<file path="src/common/video_defines.svh">
// raster timing constants for the spectrum-style video block
`ifndef VIDEO_DEFINES_SVH
`define VIDEO_DEFINES_SVH

// ticks per line and lines per frame
`define VID_HPERIOD     9'd448
`define VID_VPERIOD     9'd320

// hsync, repeated at half line
`define VID_HSYNC_BEG   9'd5
`define VID_HSYNC_END   9'd31

`define VID_HBLNK_END   9'd88

`define VID_VSYNC_BEG   9'd8
`define VID_VSYNC_END   9'd11

`define VID_VBLNK_END   9'd32

// interrupt position in the frame
`define VID_HINT_BEG    9'd2
`define VID_VINT_BEG    9'd0

// clk cycles per pixel tick
`define VID_TICK_DIV    8

`endif

</file>
<file path="src/common/video_timing_pkg.sv">
// raster timing types: tick position, line number and clock phase
`default_nettype none

package video_timing_pkg;

	// horizontal position in ticks
	typedef logic [8:0] hcount_t;

	// line number within the frame
	typedef logic [8:0] vcount_t;

	// clk phase within one tick
	typedef logic [2:0] phase_t;

endpackage

`default_nettype wire

</file>
<file path="src/common/video_fetch_pkg.sv">
// video fetch types: sequencer states, memory address, data and colour
`default_nettype none

package video_fetch_pkg;

	typedef enum logic [1:0] {IDLE, RD_PIX, RD_ATTR, HOLD} fetch_state_t;

	typedef logic [12:0] vaddr_t;
	typedef logic [7:0] vbyte_t;

	// bright, g, r, b
	typedef logic [3:0] colour_t;

endpackage

`default_nettype wire

</file>
<file path="src/verilog/clk_phase_gen.sv">
// divides clk into pixel ticks and decodes the c0 and c6 phase strobes
`default_nettype none
`include "video_defines.svh"

module clk_phase_gen (
	input wire logic clk,
	input wire logic arst_n,
	output logic c0,
	output logic c6
);

	video_timing_pkg::phase_t phase;

	always_ff @(posedge clk or negedge arst_n)
	begin
		if (!arst_n)
			phase <= '0;
		else if (phase == video_timing_pkg::phase_t'(`VID_TICK_DIV - 1))
			phase <= '0;
		else
			phase <= phase + 3'd1;
	end

	assign c0 = phase == 3'd0;
	assign c6 = phase == 3'd6;

endmodule

`default_nettype wire

</file>
<file path="src/video_sync/video_sync.sv">
// line and frame counters with syncs, blanking and window strobes
`default_nettype none
`include "video_defines.svh"

module video_sync (
	input wire logic clk,
	input wire logic arst_n,
	input wire logic c0,
	input wire logic c6,
	input wire video_timing_pkg::hcount_t hpix_beg,
	input wire video_timing_pkg::hcount_t hpix_end,
	input wire video_timing_pkg::hcount_t go_beg,
	input wire video_timing_pkg::hcount_t go_end,
	input wire video_timing_pkg::vcount_t vpix_beg,
	input wire video_timing_pkg::vcount_t vpix_end,
	output logic hsync,
	output logic vsync,
	output logic csync,
	output logic blank,
	output logic hvpix,
	output logic video_go,
	output logic pix_start,
	output logic line_start,
	output logic frame_start,
	output logic int_start,
	output video_timing_pkg::hcount_t hcount,
	output video_timing_pkg::vcount_t vcount
);

	logic line_end;
	logic frame_end;
	logic hs;
	logic vs;
	logic hb;
	logic vb;
	logic hpix;
	logic vpix;

	assign line_end = hcount == `VID_HPERIOD - 9'd1;
	assign frame_end = vcount == `VID_VPERIOD - 9'd1;

	always_ff @(posedge clk or negedge arst_n)
	begin
		if (!arst_n)
		begin
			hcount <= '0;
			vcount <= '0;
		end
		else if (c6)
		begin
			if (line_end)
			begin
				hcount <= '0;
				if (frame_end)
					vcount <= '0;
				else
					vcount <= vcount + 9'd1;
			end
			else
				hcount <= hcount + 9'd1;
		end
	end

	// short hsync, once per half line
	assign hs = ((hcount >= `VID_HSYNC_BEG) && (hcount < `VID_HSYNC_END)) ||
		((hcount >= `VID_HSYNC_BEG + `VID_HPERIOD / 2) &&
		(hcount < `VID_HSYNC_END + `VID_HPERIOD / 2));
	assign vs = (vcount >= `VID_VSYNC_BEG) && (vcount < `VID_VSYNC_END);

	assign hb = hcount < `VID_HBLNK_END;
	assign vb = vcount < `VID_VBLNK_END;
	assign blank = hb || vb;

	assign hpix = (hcount >= hpix_beg) && (hcount < hpix_end);
	assign vpix = (vcount >= vpix_beg) && (vcount < vpix_end);
	assign hvpix = hpix && vpix;

	// fetch runs one cell ahead of the pixel window
	assign video_go = (hcount >= go_beg) && (hcount < go_end) && vpix;

	assign pix_start = hcount == hpix_beg - 9'd1;
	assign line_start = line_end;
	assign frame_start = line_end && frame_end;

	// single-clk pulse for the cpu interrupt
	assign int_start = (hcount == `VID_HINT_BEG) && (vcount == `VID_VINT_BEG) && c0;

	always_ff @(posedge clk or negedge arst_n)
	begin
		if (!arst_n)
		begin
			hsync <= 1'b1;
			vsync <= 1'b1;
			csync <= 1'b1;
		end
		else
		begin
			hsync <= ~hs;
			vsync <= ~vs;
			csync <= ~(hs ^ vs);
		end
	end

endmodule

`default_nettype wire

</file>
<file path="src/video_fetch/video_fetch_fsm.sv">
// per-cell sequencer reading the bitmap byte and then the attribute byte
`default_nettype none

module video_fetch_fsm (
	input wire logic clk,
	input wire logic arst_n,
	input wire logic c6,
	input wire logic video_go,
	input wire logic line_start,
	input wire video_fetch_pkg::vbyte_t vram_data,
	output logic rd_pix,
	output logic rd_attr,
	output video_fetch_pkg::vbyte_t pix_byte,
	output video_fetch_pkg::vbyte_t attr_byte
);

	video_fetch_pkg::fetch_state_t state;
	logic [2:0] hold_cnt;

	always_ff @(posedge clk or negedge arst_n)
	begin
		if (!arst_n)
		begin
			state <= video_fetch_pkg::IDLE;
			hold_cnt <= '0;
		end
		else if (c6)
		begin
			if (line_start)
				state <= video_fetch_pkg::IDLE;
			else
			begin
				case (state)
					video_fetch_pkg::IDLE:
						if (video_go)
							state <= video_fetch_pkg::RD_PIX;
					video_fetch_pkg::RD_PIX:
						state <= video_fetch_pkg::RD_ATTR;
					video_fetch_pkg::RD_ATTR:
					begin
						state <= video_fetch_pkg::HOLD;
						hold_cnt <= '0;
					end
					video_fetch_pkg::HOLD:
						// six ticks fill out the eight-tick cell
						if (hold_cnt == 3'd5)
							state <= video_go ? video_fetch_pkg::RD_PIX : video_fetch_pkg::IDLE;
						else
							hold_cnt <= hold_cnt + 3'd1;
					default:
						state <= video_fetch_pkg::IDLE;
				endcase
			end
		end
	end

	// data arrives one tick after each read strobe
	always_ff @(posedge clk)
	begin
		if (c6)
		begin
			if (state == video_fetch_pkg::RD_ATTR)
				pix_byte <= vram_data;
			if (state == video_fetch_pkg::HOLD && hold_cnt == 3'd0)
				attr_byte <= vram_data;
		end
	end

	assign rd_pix = state == video_fetch_pkg::RD_PIX;
	assign rd_attr = state == video_fetch_pkg::RD_ATTR;

endmodule

`default_nettype wire

</file>
<file path="src/video_fetch/video_addr_gen.sv">
// spectrum screen address generation for bitmap and attribute reads
`default_nettype none

module video_addr_gen (
	input wire logic clk,
	input wire logic arst_n,
	input wire logic c6,
	input wire logic rd_pix,
	input wire logic rd_attr,
	input wire logic line_start,
	input wire video_timing_pkg::vcount_t vcount,
	input wire video_timing_pkg::vcount_t vpix_beg,
	output video_fetch_pkg::vaddr_t vram_addr
);

	localparam video_fetch_pkg::vaddr_t ATTR_BASE = 13'h1800;

	logic [4:0] col;
	video_timing_pkg::vcount_t y;
	video_fetch_pkg::vaddr_t pix_addr;
	video_fetch_pkg::vaddr_t attr_addr;

	always_ff @(posedge clk or negedge arst_n)
	begin
		if (!arst_n)
			col <= '0;
		else if (c6)
		begin
			if (line_start)
				col <= '0;
			else if (rd_attr)
				col <= col + 5'd1;
		end
	end

	// screen row within the window
	assign y = vcount - vpix_beg;

	// third, char row, then pixel row swapped in
	assign pix_addr = {y[7:6], y[2:0], y[5:3], col};
	assign attr_addr = ATTR_BASE + {3'b000, y[7:3], col};

	assign vram_addr = rd_pix ? pix_addr : attr_addr;

endmodule

`default_nettype wire

</file>
<file path="src/video_fetch/pixel_shifter.sv">
// cell shifter and ink, paper or border colour select
`default_nettype none

module pixel_shifter (
	input wire logic clk,
	input wire logic arst_n,
	input wire logic c6,
	input wire logic pix_start,
	input wire logic hvpix,
	input wire logic blank,
	input wire video_timing_pkg::hcount_t hcount,
	input wire video_timing_pkg::hcount_t hpix_beg,
	input wire video_fetch_pkg::vbyte_t pix_byte,
	input wire video_fetch_pkg::vbyte_t attr_byte,
	input wire video_fetch_pkg::colour_t border,
	output video_fetch_pkg::colour_t colour
);

	video_fetch_pkg::vbyte_t shift;
	video_fetch_pkg::vbyte_t attr;
	video_timing_pkg::hcount_t hoff;
	logic load;

	// load on the last tick of each cell, so the new msb shows next tick
	assign hoff = hcount - hpix_beg;
	assign load = pix_start || (hvpix && hoff[2:0] == 3'd7);

	always_ff @(posedge clk)
	begin
		if (c6)
		begin
			if (load)
			begin
				shift <= pix_byte;
				attr <= attr_byte;
			end
			else
				shift <= {shift[6:0], 1'b0};
		end
	end

	always_ff @(posedge clk or negedge arst_n)
	begin
		if (!arst_n)
			colour <= '0;
		else if (blank)
			colour <= '0;
		else if (!hvpix)
			colour <= border;
		else if (shift[7])
			colour <= {attr[6], attr[2:0]};
		else
			colour <= {attr[6], attr[5:3]};
	end

endmodule

`default_nettype wire

</file>
<file path="src/verilog/video_top.sv">
// video raster top: tick phases, sync timing, fetch and pixel output
`default_nettype none

module video_top (
	input wire logic clk,
	input wire logic arst_n,
	input wire video_timing_pkg::hcount_t hpix_beg,
	input wire video_timing_pkg::hcount_t hpix_end,
	input wire video_timing_pkg::hcount_t go_beg,
	input wire video_timing_pkg::hcount_t go_end,
	input wire video_timing_pkg::vcount_t vpix_beg,
	input wire video_timing_pkg::vcount_t vpix_end,
	input wire video_fetch_pkg::colour_t border,
	input wire video_fetch_pkg::vbyte_t vram_data,
	output video_fetch_pkg::vaddr_t vram_addr,
	output logic vram_rd,
	output logic hsync,
	output logic vsync,
	output logic csync,
	output logic blank,
	output logic int_start,
	output video_fetch_pkg::colour_t colour
);

	logic c0;
	logic c6;
	logic hvpix;
	logic video_go;
	logic pix_start;
	logic line_start;
	logic rd_pix;
	logic rd_attr;
	video_timing_pkg::hcount_t hcount;
	video_timing_pkg::vcount_t vcount;
	video_fetch_pkg::vbyte_t pix_byte;
	video_fetch_pkg::vbyte_t attr_byte;

	clk_phase_gen u_phase (
		.clk    (clk),
		.arst_n (arst_n),
		.c0     (c0),
		.c6     (c6)
	);

	video_sync u_sync (
		.clk         (clk),
		.arst_n      (arst_n),
		.c0          (c0),
		.c6          (c6),
		.hpix_beg    (hpix_beg),
		.hpix_end    (hpix_end),
		.go_beg      (go_beg),
		.go_end      (go_end),
		.vpix_beg    (vpix_beg),
		.vpix_end    (vpix_end),
		.hsync       (hsync),
		.vsync       (vsync),
		.csync       (csync),
		.blank       (blank),
		.hvpix       (hvpix),
		.video_go    (video_go),
		.pix_start   (pix_start),
		.line_start  (line_start),
		.frame_start (),
		.int_start   (int_start),
		.hcount      (hcount),
		.vcount      (vcount)
	);

	video_fetch_fsm u_fetch (
		.clk        (clk),
		.arst_n     (arst_n),
		.c6         (c6),
		.video_go   (video_go),
		.line_start (line_start),
		.vram_data  (vram_data),
		.rd_pix     (rd_pix),
		.rd_attr    (rd_attr),
		.pix_byte   (pix_byte),
		.attr_byte  (attr_byte)
	);

	video_addr_gen u_addr (
		.clk        (clk),
		.arst_n     (arst_n),
		.c6         (c6),
		.rd_pix     (rd_pix),
		.rd_attr    (rd_attr),
		.line_start (line_start),
		.vcount     (vcount),
		.vpix_beg   (vpix_beg),
		.vram_addr  (vram_addr)
	);

	pixel_shifter u_shifter (
		.clk       (clk),
		.arst_n    (arst_n),
		.c6        (c6),
		.pix_start (pix_start),
		.hvpix     (hvpix),
		.blank     (blank),
		.hcount    (hcount),
		.hpix_beg  (hpix_beg),
		.pix_byte  (pix_byte),
		.attr_byte (attr_byte),
		.border    (border),
		.colour    (colour)
	);

	assign vram_rd = rd_pix || rd_attr;

endmodule

`default_nettype wire

</file>
<file path="config.mk">
export PLATFORM = sky130hd
export DESIGN_NAME = video_top
export DESIGN_NICKNAME = d
export VERILOG_FILES = /design/src/common/video_timing_pkg.sv /design/src/common/video_fetch_pkg.sv /design/src/verilog/clk_phase_gen.sv /design/src/video_sync/video_sync.sv /design/src/video_fetch/video_fetch_fsm.sv /design/src/video_fetch/video_addr_gen.sv /design/src/video_fetch/pixel_shifter.sv /design/src/verilog/video_top.sv
export VERILOG_INCLUDE_DIRS = /design/src /design/src/common
export SDC_FILE = /design/constraint.sdc
export NUM_CORES = 1
export LEC_CHECK = 0
export BUFFER_PORTS_ARGS = -buffer_cell sky130_fd_sc_hd__buf_4
export CAP_MARGIN = 20
export CORE_MARGIN = 8
export CORE_UTILIZATION = 60
export DETAILED_ROUTE_END_ITERATION = 10
export GPL_ROUTABILITY_DRIVEN = 0
export PLACE_DENSITY = 0.9
export SLEW_MARGIN = 5
export SYNTH_ARGS = -nofsm -noshare
export SYNTH_HDL_FRONTEND = slang
export SYNTH_SLANG_ARGS = --single-unit
</file>
<file path="constraint.sdc">
create_clock -name clk -period 5.9 [get_ports clk]
set_input_delay 0.295 -clock clk [delete_from_list [all_inputs] [get_ports clk]]
set_output_delay 0.295 -clock clk [all_outputs]
set_load 0.02 [all_outputs]
</file>
==> results.md, run 1 <==
- Max clock buf depth: 2
- PortBufs: 90
- Rel. slew slack: 0.3366
- Max Cap Viol: 0
- Critical path's slowest cell: nor4b_1
- Crit-path cells: ha_1 -> nand2_1 -> or3_1 -> nor2_1 -> nand2_1 -> nor4b_1 -> nor2_1
- Post-synth EDFFs: 30
- Height of the die: 106.3 um
- F_max: 310.2 MHz
- Final setup viols: 0
- Slew @ Worst Pin: 0.9874 ns
- Final Slew Violations: 0
- TritonCTS clock tree: done
- Drt drc: 0
- Max VDD drop: 0.1690 mV
- Final hold violations: 0
- Final Instance Count excl. Fillers: 694
- Mapped Cells: 492
- Post-DRT Antenna Nets: 0
- Core Util, Final: 0.7304
- Post-Route Setup TNS: 0 ns
- Most frequent cells in the layout: buf_4 (90), ha_1 (69), inv_1 (65)
- Cell variety after synth: 62
- Routed WL: 11900 um
- Clk slew on worst S/H paths: 0.08 ns
- TritonCTS Sinks: 68
- CTS buffer count: 9
- Via count: 4037
- Post-Synthesis Net Count: 631
- # resized after CTS: 0
- HPWL after DPL: 8985 um
- Fin Hold WS: 0.1155 ns
- Worst hold-check path type: in2reg
- Crit. End Element: flop
- IO Count: 91
- Area growth, synth to finish: 20.24%
- Leakage: 2.884 nW
- Post-Synthesis Cell Area: 4891 sq um
- Total core area: 8051 sq um
- Design area: 5881 sq um
- Worst skew pair latency: 0.35 ns
- Pre-CTS setup slack: 2.763 ns
- Post-Place Cell Area: 5648 sq um
- Post-layout min period: 3.224 ns
- First-pass iteration count of the detailed router: 5
- Die X: 106.3 um
- Number of synthesis warnings: 0
- Iteration-0 DRC Markers: 269
- Post CTS Setup Buffer Count: 0
- Crit path max fanout: 11
- Sequential fraction of the synthesis area: 0.3794
- Htree depth: 3
- First-pass GRT wire length: 19260 um
- GRT overflow: 0
- Vias in the first global route: 4101
- Antenna violations before repair: 0
- Total track usage: 0.2091
- RSZ-0062 raised after global routing: false
- WP data arrival: 3.43 ns
- Synth async-reset ratio: 0.5588
- Row cnt: 33
- Critical path launch point type: flop
- Worst Path Required: 6.10 ns
- CTS Root Cell: clkbuf_8
- Worst path max stage delay: 0.73 ns
- Cell Pwr Density: 173.7 nW/um^2
- DP Cell Count: 677
- N_diodes: 0
- Power Total: 1.021 mW
- Status: finished, final reports clean
- Skew final: 0.009390 ns
- Mean Syn Cell Area: 9.941 sq um
- Commonest non-fill, non-tap cell in the layout: buf_4
- Largest net degree at the start of global routing: 39
- Initial Util: 0.6075
- Nets: 723
- Layout cells sized above 1: 0.2224
- WL per Instance: 17.15 um
- Vias per cell: 5.817
- Setup slack after layout: 2.676 ns
- Dominant synthesized flop cell: dfrtp_1
- Fin crit share: 0.5464
- Crit Path Category: reg2reg
- Die area: 11300 sq um
- Synth Register Bits: 68
==> sequential cells by signal, indices dropped and copies added, names as in the netlist <==
name and cells:
u_phase.phase 3, u_sync.hcount 9, u_fetch.state 2, u_sync.vcount 9, u_sync.hsync 1, u_fetch.hold_cnt 3
u_shifter.attr 7, u_sync.csync 1, u_shifter.shift 8, u_shifter.colour 4, u_fetch.pix_byte 8, u_sync.vsync 1
u_addr.col 5, u_fetch.attr_byte 7
==> cell usage after synthesis (all sizes together), types with 6 or more instances <==
| cell | number | area [sq um] |
|---|---|---|
| ha | 69 | 863.3 |
| inv | 65 | 244.0 |
| dfrtp | 35 | 875.8 |
| o21ai | 32 | 160.2 |
| edfxtp | 30 | 900.9 |
| nand2 | 29 | 111.4 |
| nor2 | 28 | 107.6 |
| xnor2 | 19 | 166.4 |
| nand3 | 18 | 90.09 |
| a21oi | 16 | 80.08 |
| a21o | 12 | 90.09 |
| mux2 | 11 | 150.1 |
| nand4 | 11 | 83.83 |
| xor2 | 9 | 86.34 |
| nor2b | 7 | 43.79 |
| a211oi | 6 | 45.04 |
| mux2i | 6 | 60.06 |
| nand2b | 6 | 37.54 |
| nor4 | 6 | 37.54 |
==> where the power goes <==
part / switching (mW) / leakage (nW) / internal [mW]
clock network: 0.182 / 0.110 / 0.240
registers: 0.00000316 / 0.767 / 0.493
logic: 0.0506 / 2.01 / 0.0560
total: 0.233 / 2.88 / 0.788
==> cells by family (layout without fill, tap and decap cells) <==
group	Yosys count	after routing	synth area share
xor+xnor	28	28	0.05168
compound gates	97	97	0.1315
simple gates	135	135	0.1489
mux	17	17	0.04298
buf+inv	76	173	0.06088
fa+ha+maj	71	71	0.1847
flops	68	68	0.3794
==> timing repair <==
action,4_1_cts,5_1_grt
hold buffers,1,0
endpoints found under the setup margin,0,0
endpoints found under the hold margin,35,0
==> final timing paths <==
check                                                from  slack [ns]                       endpoint  depth (start not counted)
max                          u_sync.hcount[1]$_DFFE_PN0P_        2.68   u_sync.vcount[6]$_DFFE_PN0P_                          7
min                                          vram_data[7]        0.12  u_fetch.pix_byte[7]$_DFFE_PP_                          1
max reg2reg                  u_sync.hcount[1]$_DFFE_PN0P_        2.68   u_sync.vcount[6]$_DFFE_PN0P_                          7
min reg2reg                u_fetch.attr_byte[1]$_DFFE_PP_        0.44    u_shifter.attr[1]$_DFFE_PP_                          0
max in group asynchronous                          arst_n        5.09         u_sync.csync$_DFF_PN1_                          2
min in group asynchronous                          arst_n        0.44  u_shifter.colour[3]$_DFF_PN0_                          2
==> metal layers <==
metal | up-vias | wire length, um | track usage
met5 | - | 0 | 0
met4 | 0 | 191 | 0.08543
met3 | 20 | 847 | 0.05142
met2 | 147 | 6066 | 0.3597
met1 | 1938 | 4797 | 0.2446
li1 | 1932 | - | -
==> critical path, delay by kind of cell, from the launching register on <==
family	cells	cell delay, ns
AND/OR/NAND/NOR	6	2.20
adder cells (fa/ha/maj)	1	0.30
flip-flops	1	0.58
==> cell type report <==
| cell class | instances | area [sq um] |
|---|---|---|
| Clock buffer | 9 | 123.9 |
| Sequential cell | 68 | 1856 |
| Clock inverter | 7 | 98.84 |
| Inverter | 66 | 247.7 |
| Timing Repair Buffer | 91 | 685.7 |
| Tap cell | 105 | 131.4 |
| Fill cell | 551 | 2171 |
| Multi-Input combinational cell | 348 | 2738 |
No activity file was read; power rests on OpenSTA's default activity.
==> inputs of run 2 (changes only) <==
- CORE_UTILIZATION: 60 -> 57
- PLACE_DENSITY: 0.9 -> 0.87
- clock period: 5.9 -> 3.1 ns (I/O delays scaled with it)
==> run 2 against run 1 <==
Compared with the run above: wire length increased by 3.8%; non-clock buffer count increased by 24; sequential power increased by 90%; combinational power increased by 100%; power increased by 83%; via count increased by 3.3%; largest cell class unchanged.
==> results.md, run 2 (synthesis gave the netlist of run 1 again) <==
- Htree depth: 3 (unchanged)
- Row cnt: 33 (unchanged)
- R2R Path End: u_shifter.attr[3]$_DFFE_PP_ (was u_sync.vcount[6]$_DFFE_PN0P_)
- Max VDD drop: 0.2964 mV (was 0.1690 mV)
- Layout cells sized above 1: 0.2398 (was 0.2224)
- Via count: 4172 (was 4037)
- Setup slack after layout: 0.1828 ns (was 2.676 ns)
- Antenna violations before repair: 0 (unchanged)
- Status: finished, final reports clean (unchanged)
- Core Util, Final: 0.7330 (was 0.7304)
- WP data arrival: 2.96 ns (was 3.43 ns)
- Routed WL: 12360 um (was 11900 um)
- HPWL after DPL: 9448 um (was 8985 um)
- Final setup viols: 0 (unchanged)
- TritonCTS clock tree: done (unchanged)
- Total track usage: 0.2121 (was 0.2091)
- F_max: 342.8 MHz (was 310.2 MHz)
- First-pass GRT wire length: 20220 um (was 19260 um)
- Max Cap Viol: 0 (unchanged)
- Area growth, synth to finish: 23.77% (was 20.24%)
- Area occupied by multi-input gates: 2741 sq um (was 2738 sq um)
- Die area: 11800 sq um (was 11300 sq um)
- Register area: 1856 sq um (unchanged)
- Height of the die: 108.6 um (was 106.3 um)
- Post-DRT Antenna Nets: 0 (unchanged)
- Min-delay src: border[3] (was vram_data[7])
- PortBufs: 90 (unchanged)
- Worst setup path start: u_sync.vcount[2]$_DFFE_PN0P_ (was u_sync.hcount[1]$_DFFE_PN0P_)
- Worst R2R Path Depth: 8 (was 7)
- R2r setup slk: 0.18 ns (was 2.68 ns)
- Nets: 747 (was 723)
- Crit Path Category: reg2reg (unchanged)
- Final hold violations: 0 (unchanged)
- Final Slew Violations: 0 (unchanged)
- Vias in the first global route: 4375 (was 4101)
- Rel. slew slack: 0.3991 (was 0.3366)
- Cell Pwr Density: 309.2 nW/um^2 (was 173.7 nW/um^2)
- CTS buffer count: 9 (unchanged)
- GRT overflow: 0 (unchanged)
- FILL cells: 567 (was 551)
- TritonCTS Sinks: 68 (unchanged)
- Pre-CTS setup slack: 0.1542 ns (was 2.763 ns)
- Worst hold-check path type: in2reg (unchanged)
- Post-Route Setup TNS: 0 ns (unchanged)
- Fin crit share: 0.9410 (was 0.5464)
- Most frequent cells in the layout: buf_4 (106), ha_1 (69), inv_1 (65) (was buf_4 (90), ha_1 (69), inv_1 (65))
- Skew final: 0.01461 ns (was 0.009390 ns)
- Critical path launch point type: flop (unchanged)
- Commonest non-fill, non-tap cell in the layout: buf_4 (unchanged)
- Crit path max fanout: 9 (was 11)
- IO Count: 91 (unchanged)
- Max clock buf depth: 2 (unchanged)
- Die X: 108.6 um (was 106.3 um)
- Worst Path Required: 3.14 ns (was 6.10 ns)
- Leakage: 2.984 nW (was 2.884 nW)
- Drt drc: 0 (unchanged)
- Clk slew on worst S/H paths: 0.08 ns (about the same)
- N_diodes: 0 (unchanged)
- Slew @ Worst Pin: 0.8937 ns (was 0.9874 ns)
- Vias per cell: 5.811 (was 5.817)
- Initial Util: 0.5923 (was 0.6075)
- RSZ-0062 raised after global routing: false (unchanged)
- Post-layout min period: 2.917 ns (was 3.224 ns)
- First-pass iteration count of the detailed router: 5 (unchanged)
- Setup crit end: u_shifter.attr[3]$_DFFE_PP_ (was u_sync.vcount[6]$_DFFE_PN0P_)
- Worst skew pair latency: 0.34 ns (was 0.35 ns)
- Largest net degree at the start of global routing: 39 (unchanged)
- CTS Root Cell: clkbuf_8 (unchanged)
- Iteration-0 DRC Markers: 272 (was 269)
- Total core area: 8258 sq um (was 8051 sq um)
- Crit. End Element: flop (unchanged)
- WL per Instance: 17.21 um (was 17.15 um)
- Top flop regs: u_sync.hcount x9, u_sync.vcount x9 (unchanged)
- Fin Hold WS: 0.09318 ns (was 0.1155 ns)
- Post CTS Setup Buffer Count: 0 (unchanged)
- Worst r2r src: u_sync.vcount[2]$_DFFE_PN0P_ (was u_sync.hcount[1]$_DFFE_PN0P_)
## run 2: worst max-delay path: stages, from the launching register on
cell and delay [ns]:
dfrtp_1 0.47, ha_1 0.42, o21ai_2 0.10, a211oi_1 0.20, o21ai_0 0.16, a2bb2oi_2 0.29, nand4_4 0.22, o22ai_4 0.42
and2_2 0.33
## run 2: power by group
| part | total [mW] | switching [mW] | internal [mW] | leakage [nW] |
|---|---|---|---|---|
| sequential | 0.938 | 0.00000692 | 0.938 | 0.767 |
| combinational | 0.216 | 0.102 | 0.114 | 2.12 |
| clock | 0.718 | 0.346 | 0.372 | 0.0927 |
| total | 1.87 | 0.448 | 1.42 | 2.98 |
## run 2: per-layer routing
metal  global-route usage  wire length (um)  vias up
li1                     -                 -     1985
met1               0.2497              4971     1970
met2               0.3636              6095      181
met3              0.04012               895       36
met4               0.1065               394        0
met5                    0                 0        -
## run 2: how the worst min path moves through the flow
stage	to	slack (ns)	cells past startpoint
2_1_floorplan	u_addr.col[0]$_DFFE_PN0P_	-0.14	0
3_3_place_gp	u_shifter.colour[3]$_DFF_PN0_	0.14	1
3_5_place_dp	u_shifter.colour[0]$_DFF_PN0_	0.15	1
4_1_cts	u_shifter.colour[3]$_DFF_PN0_	0.08	3
5_1_grt	u_shifter.colour[3]$_DFF_PN0_	0.09	3
6_report	u_shifter.colour[3]$_DFF_PN0_	0.09	3
## run 2: area by class of cell
type                            instances  area share
Timing Repair Buffer                  115      0.1463
Multi-Input combinational cell        348      0.4529
Sequential cell                        68      0.3065
Inverter                               66     0.04093
Clock inverter                          6     0.01054
Clock buffer                           10     0.02108
Tap cell                              105     0.02170
## run 2: timing repair
item / CTS / global route
endpoints found under the setup margin: 0 / 9
hold buffers: 9 / 0
endpoints found under the hold margin: 50 / 0
gates resized for setup: 0 / 3
## run 2: per-stage QoR
stage | instances | power [mW] | area [sq um]
after floorplan | 492 | 1.048 | 4891
after global placement | 693 | 1.150 | 5768
after detailed placement | 693 | 1.160 | 5768
after CTS | 718 | 1.877 | 6050
after global routing | 718 | 1.935 | 6053
final | 718 | 1.872 | 6053
==> inputs of run 3 (changes only) <==
- PLACE_DENSITY: 0.87 -> 0.86
- SYNTH_HIERARCHICAL: unset -> 1
==> run 3 against run 2 <==
Compared with the run above: clock skew is 0.0031 ns lower; design area is 5.4% higher; critical endpoint is now u_shifter/shift[4]$_DFFE_PP_; sequential power hardly changed; critical path type unchanged; largest power group unchanged; clock power is 6.7% higher; largest cell class unchanged.
==> results.md, run 3 <==
- Largest net degree at the start of global routing: 39 (unchanged)
- Max clock buf depth: 2 (unchanged)
- Total core area: 9109 sq um (was 8258 sq um)
- Max VDD drop: 0.2258 mV (was 0.2964 mV)
- Vias per cell: 5.877 (was 5.811)
- WL per Instance: 16.90 um (was 17.21 um)
- Post-DRT Antenna Nets: 0 (unchanged)
- Worst Path Required: 3.19 ns (was 3.14 ns)
- Area growth, synth to finish: 21.44% (was 23.77%)
- Critical path launch point type: flop (unchanged)
- Setup slack after layout: 0.1680 ns (was 0.1828 ns)
- WP data arrival: 3.02 ns (was 2.96 ns)
- CTS buffer count: 9 (unchanged)
- Worst skew pair latency: 0.34 ns (about the same)
- Commonest non-fill, non-tap cell in the layout: buf_4 (unchanged)
- Cell Pwr Density: 303.3 nW/um^2 (was 309.2 nW/um^2)
- GRT overflow: 0 (unchanged)
- Layout cells sized above 1: 0.2358 (was 0.2398)
- Drt drc: 0 (unchanged)
- Iteration-0 DRC Markers: 258 (was 272)
- Power Total: 1.935 mW (was 1.872 mW)
- Worst hold-check path type: in2reg (unchanged)
- TritonCTS Sinks: 68 (unchanged)
- Vias in the first global route: 4616 (was 4375)
- Total track usage: 0.2101 (was 0.2121)
- Rel. slew slack: 0.4158 (was 0.3991)
- Htree depth: 3 (unchanged)
- Post-layout min period: 2.932 ns (was 2.917 ns)
- Pre-CTS setup slack: 0.2634 ns (was 0.1542 ns)
- First-pass GRT wire length: 21650 um (was 20220 um)
- Antenna violations before repair: 0 (unchanged)
- Die area: 12540 sq um (was 11800 sq um)
- CTS Root Cell: clkbuf_8 (unchanged)
- R2r setup slk: 0.17 ns (was 0.18 ns)
- FILL cells: 658 (was 567)
- Die X: 112.0 um (was 108.6 um)
- Slew @ Worst Pin: 0.8698 ns (was 0.8937 ns)
- IO Count: 91 (unchanged)
- Crit. End Element: flop (unchanged)
- Post-Synthesis Net Count: 686 (was 631)
- Post-Synthesis Cell Area: 5253 sq um (was 4891 sq um)
- Most frequent cells in the layout: buf_4 (102), ha_1 (77), inv_1 (76) (was buf_4 (106), ha_1 (69), inv_1 (65))
- Final hold violations: 0 (unchanged)
- Number of synthesis warnings: 6 (was 0)
- Initial Util: 0.5766 (was 0.5923)
- F_max: 341.1 MHz (was 342.8 MHz)
- Mean Syn Cell Area: 9.745 sq um (was 9.941 sq um)
- Fin crit share: 0.9458 (was 0.9410)
- Mapped Cells: 539 (was 492)
- Final setup viols: 0 (unchanged)
- RSZ-0062 raised after global routing: false (unchanged)
- Height of the die: 112.0 um (was 108.6 um)
- Nets: 796 (was 747)
- Final Slew Violations: 0 (unchanged)
- Final Instance Count excl. Fillers: 764 (was 718)
- Skew final: 0.01147 ns (was 0.01461 ns)
- Row cnt: 35 (was 33)
- GR Util met1: 0.2481 (was 0.2497)
- First-pass iteration count of the detailed router: 5 (unchanged)
- Status: finished, final reports clean (unchanged)
- Crit Path Category: reg2reg (unchanged)
- PortBufs: 90 (unchanged)
- Max Cap Viol: 0 (unchanged)
- M2 GR Usage: 0.3675 (was 0.3636)
- N_diodes: 0 (unchanged)
- Post-Route Setup TNS: 0 ns (unchanged)
- DP Cell Count: 740 (was 693)
- Routed WL: 12910 um (was 12360 um)
- Top flop regs: u_sync/hcount x9, u_sync/vcount x9 (was u_sync.hcount x9, u_sync.vcount x9)
- Via count: 4490 (was 4172)
- TritonCTS clock tree: done (unchanged)
- HPWL after DPL: 10060 um (was 9448 um)
- Clk slew on worst S/H paths: 0.07 ns (was 0.08 ns)
- Leakage: 3.064 nW (was 2.984 nW)
- GR Util met3: 0.04167 (was 0.04012)
- Crit path max fanout: 9 (unchanged)
- GRT Max-Usage Layer: met2 (unchanged)
==> run 3: routing by layer <==
metal  vias up  share of wire
li1       2136              -
met1      2151           0.40
met2       180           0.51
met3        23          0.068
met4         0          0.021
met5         -              0
==> run 3: timing repair <==
item                                    4_1_cts  5_1_grt
setup buffers                                 0        0
endpoints found under the hold margin        48        2
resized for setup                             0        1
endpoints found under the setup margin        0        7
hold buffers                                  8        1
==> run 3: critical path: stages (launching register included) <==
cell and delay [ns]:
dfrtp_1 0.38, inv_1 0.09, ha_1 0.26, nand2b_1 0.15
a2111oi_0 0.48, o21ai_1 0.13, o311ai_1 0.09, a211oi_1 0.12
buf_4 0.19, a41oi_4 0.38, mux2_2 0.40
==> run 3: through the flow <==
| stage | hold slack, ns | utilization | area, sq um |
|---|---|---|---|
| after floorplan | -0.1406 | - | 5253 |
| final | 0.05574 | 0.7003 | 6379 |
| after global placement | 0.1553 | 0.6677 | 6082 |
| after CTS | 0.0004173 | 0.6990 | 6367 |
| after detailed placement | 0.1584 | 0.6677 | 6082 |
| after global routing | 0.07860 | 0.7003 | 6379 |
==> run 3: final cells by class <==
type	instances	area (sq um)	area share
multi-input combinational	383	3037	0.4761
tap	111	138.9	0.02177
timing repair buffer	111	855.8	0.1342
inverter	76	285.3	0.04472
clock buffer	10	127.6	0.02001
sequential	68	1857	0.2911
clock inverter	5	77.57	0.01216
==> run 3: final timing paths <==
| path | start | end | cells past startpoint |
|---|---|---|---|
| worst min register to register | u_fetch/attr_byte[5]$_DFFE_PP_ | u_shifter/attr[5]$_DFFE_PP_ | 0 |
| min in group asynchronous | arst_n | u_addr/col[1]$_DFFE_PN0P_ | 2 |
| worst max-delay path | u_sync/hcount[0]$_DFFE_PN0P_ | u_shifter/shift[4]$_DFFE_PP_ | 10 |
| worst max register to register | u_sync/hcount[0]$_DFFE_PN0P_ | u_shifter/shift[4]$_DFFE_PP_ | 10 |
| worst min-delay path | border[3] | u_shifter/colour[3]$_DFF_PN0_ | 3 |
| max in group asynchronous | arst_n | u_sync/hcount[2]$_DFFE_PN0P_ | 2 |
==> run 3: power breakdown <==
| part | total (mW) | switching (mW) | internal, mW |
|---|---|---|---|
| registers | 0.938 | 0.000000731 | 0.938 |
| logic | 0.231 | 0.109 | 0.121 |
| clock network | 0.766 | 0.320 | 0.446 |
| total | 1.93 | 0.429 | 1.51 |
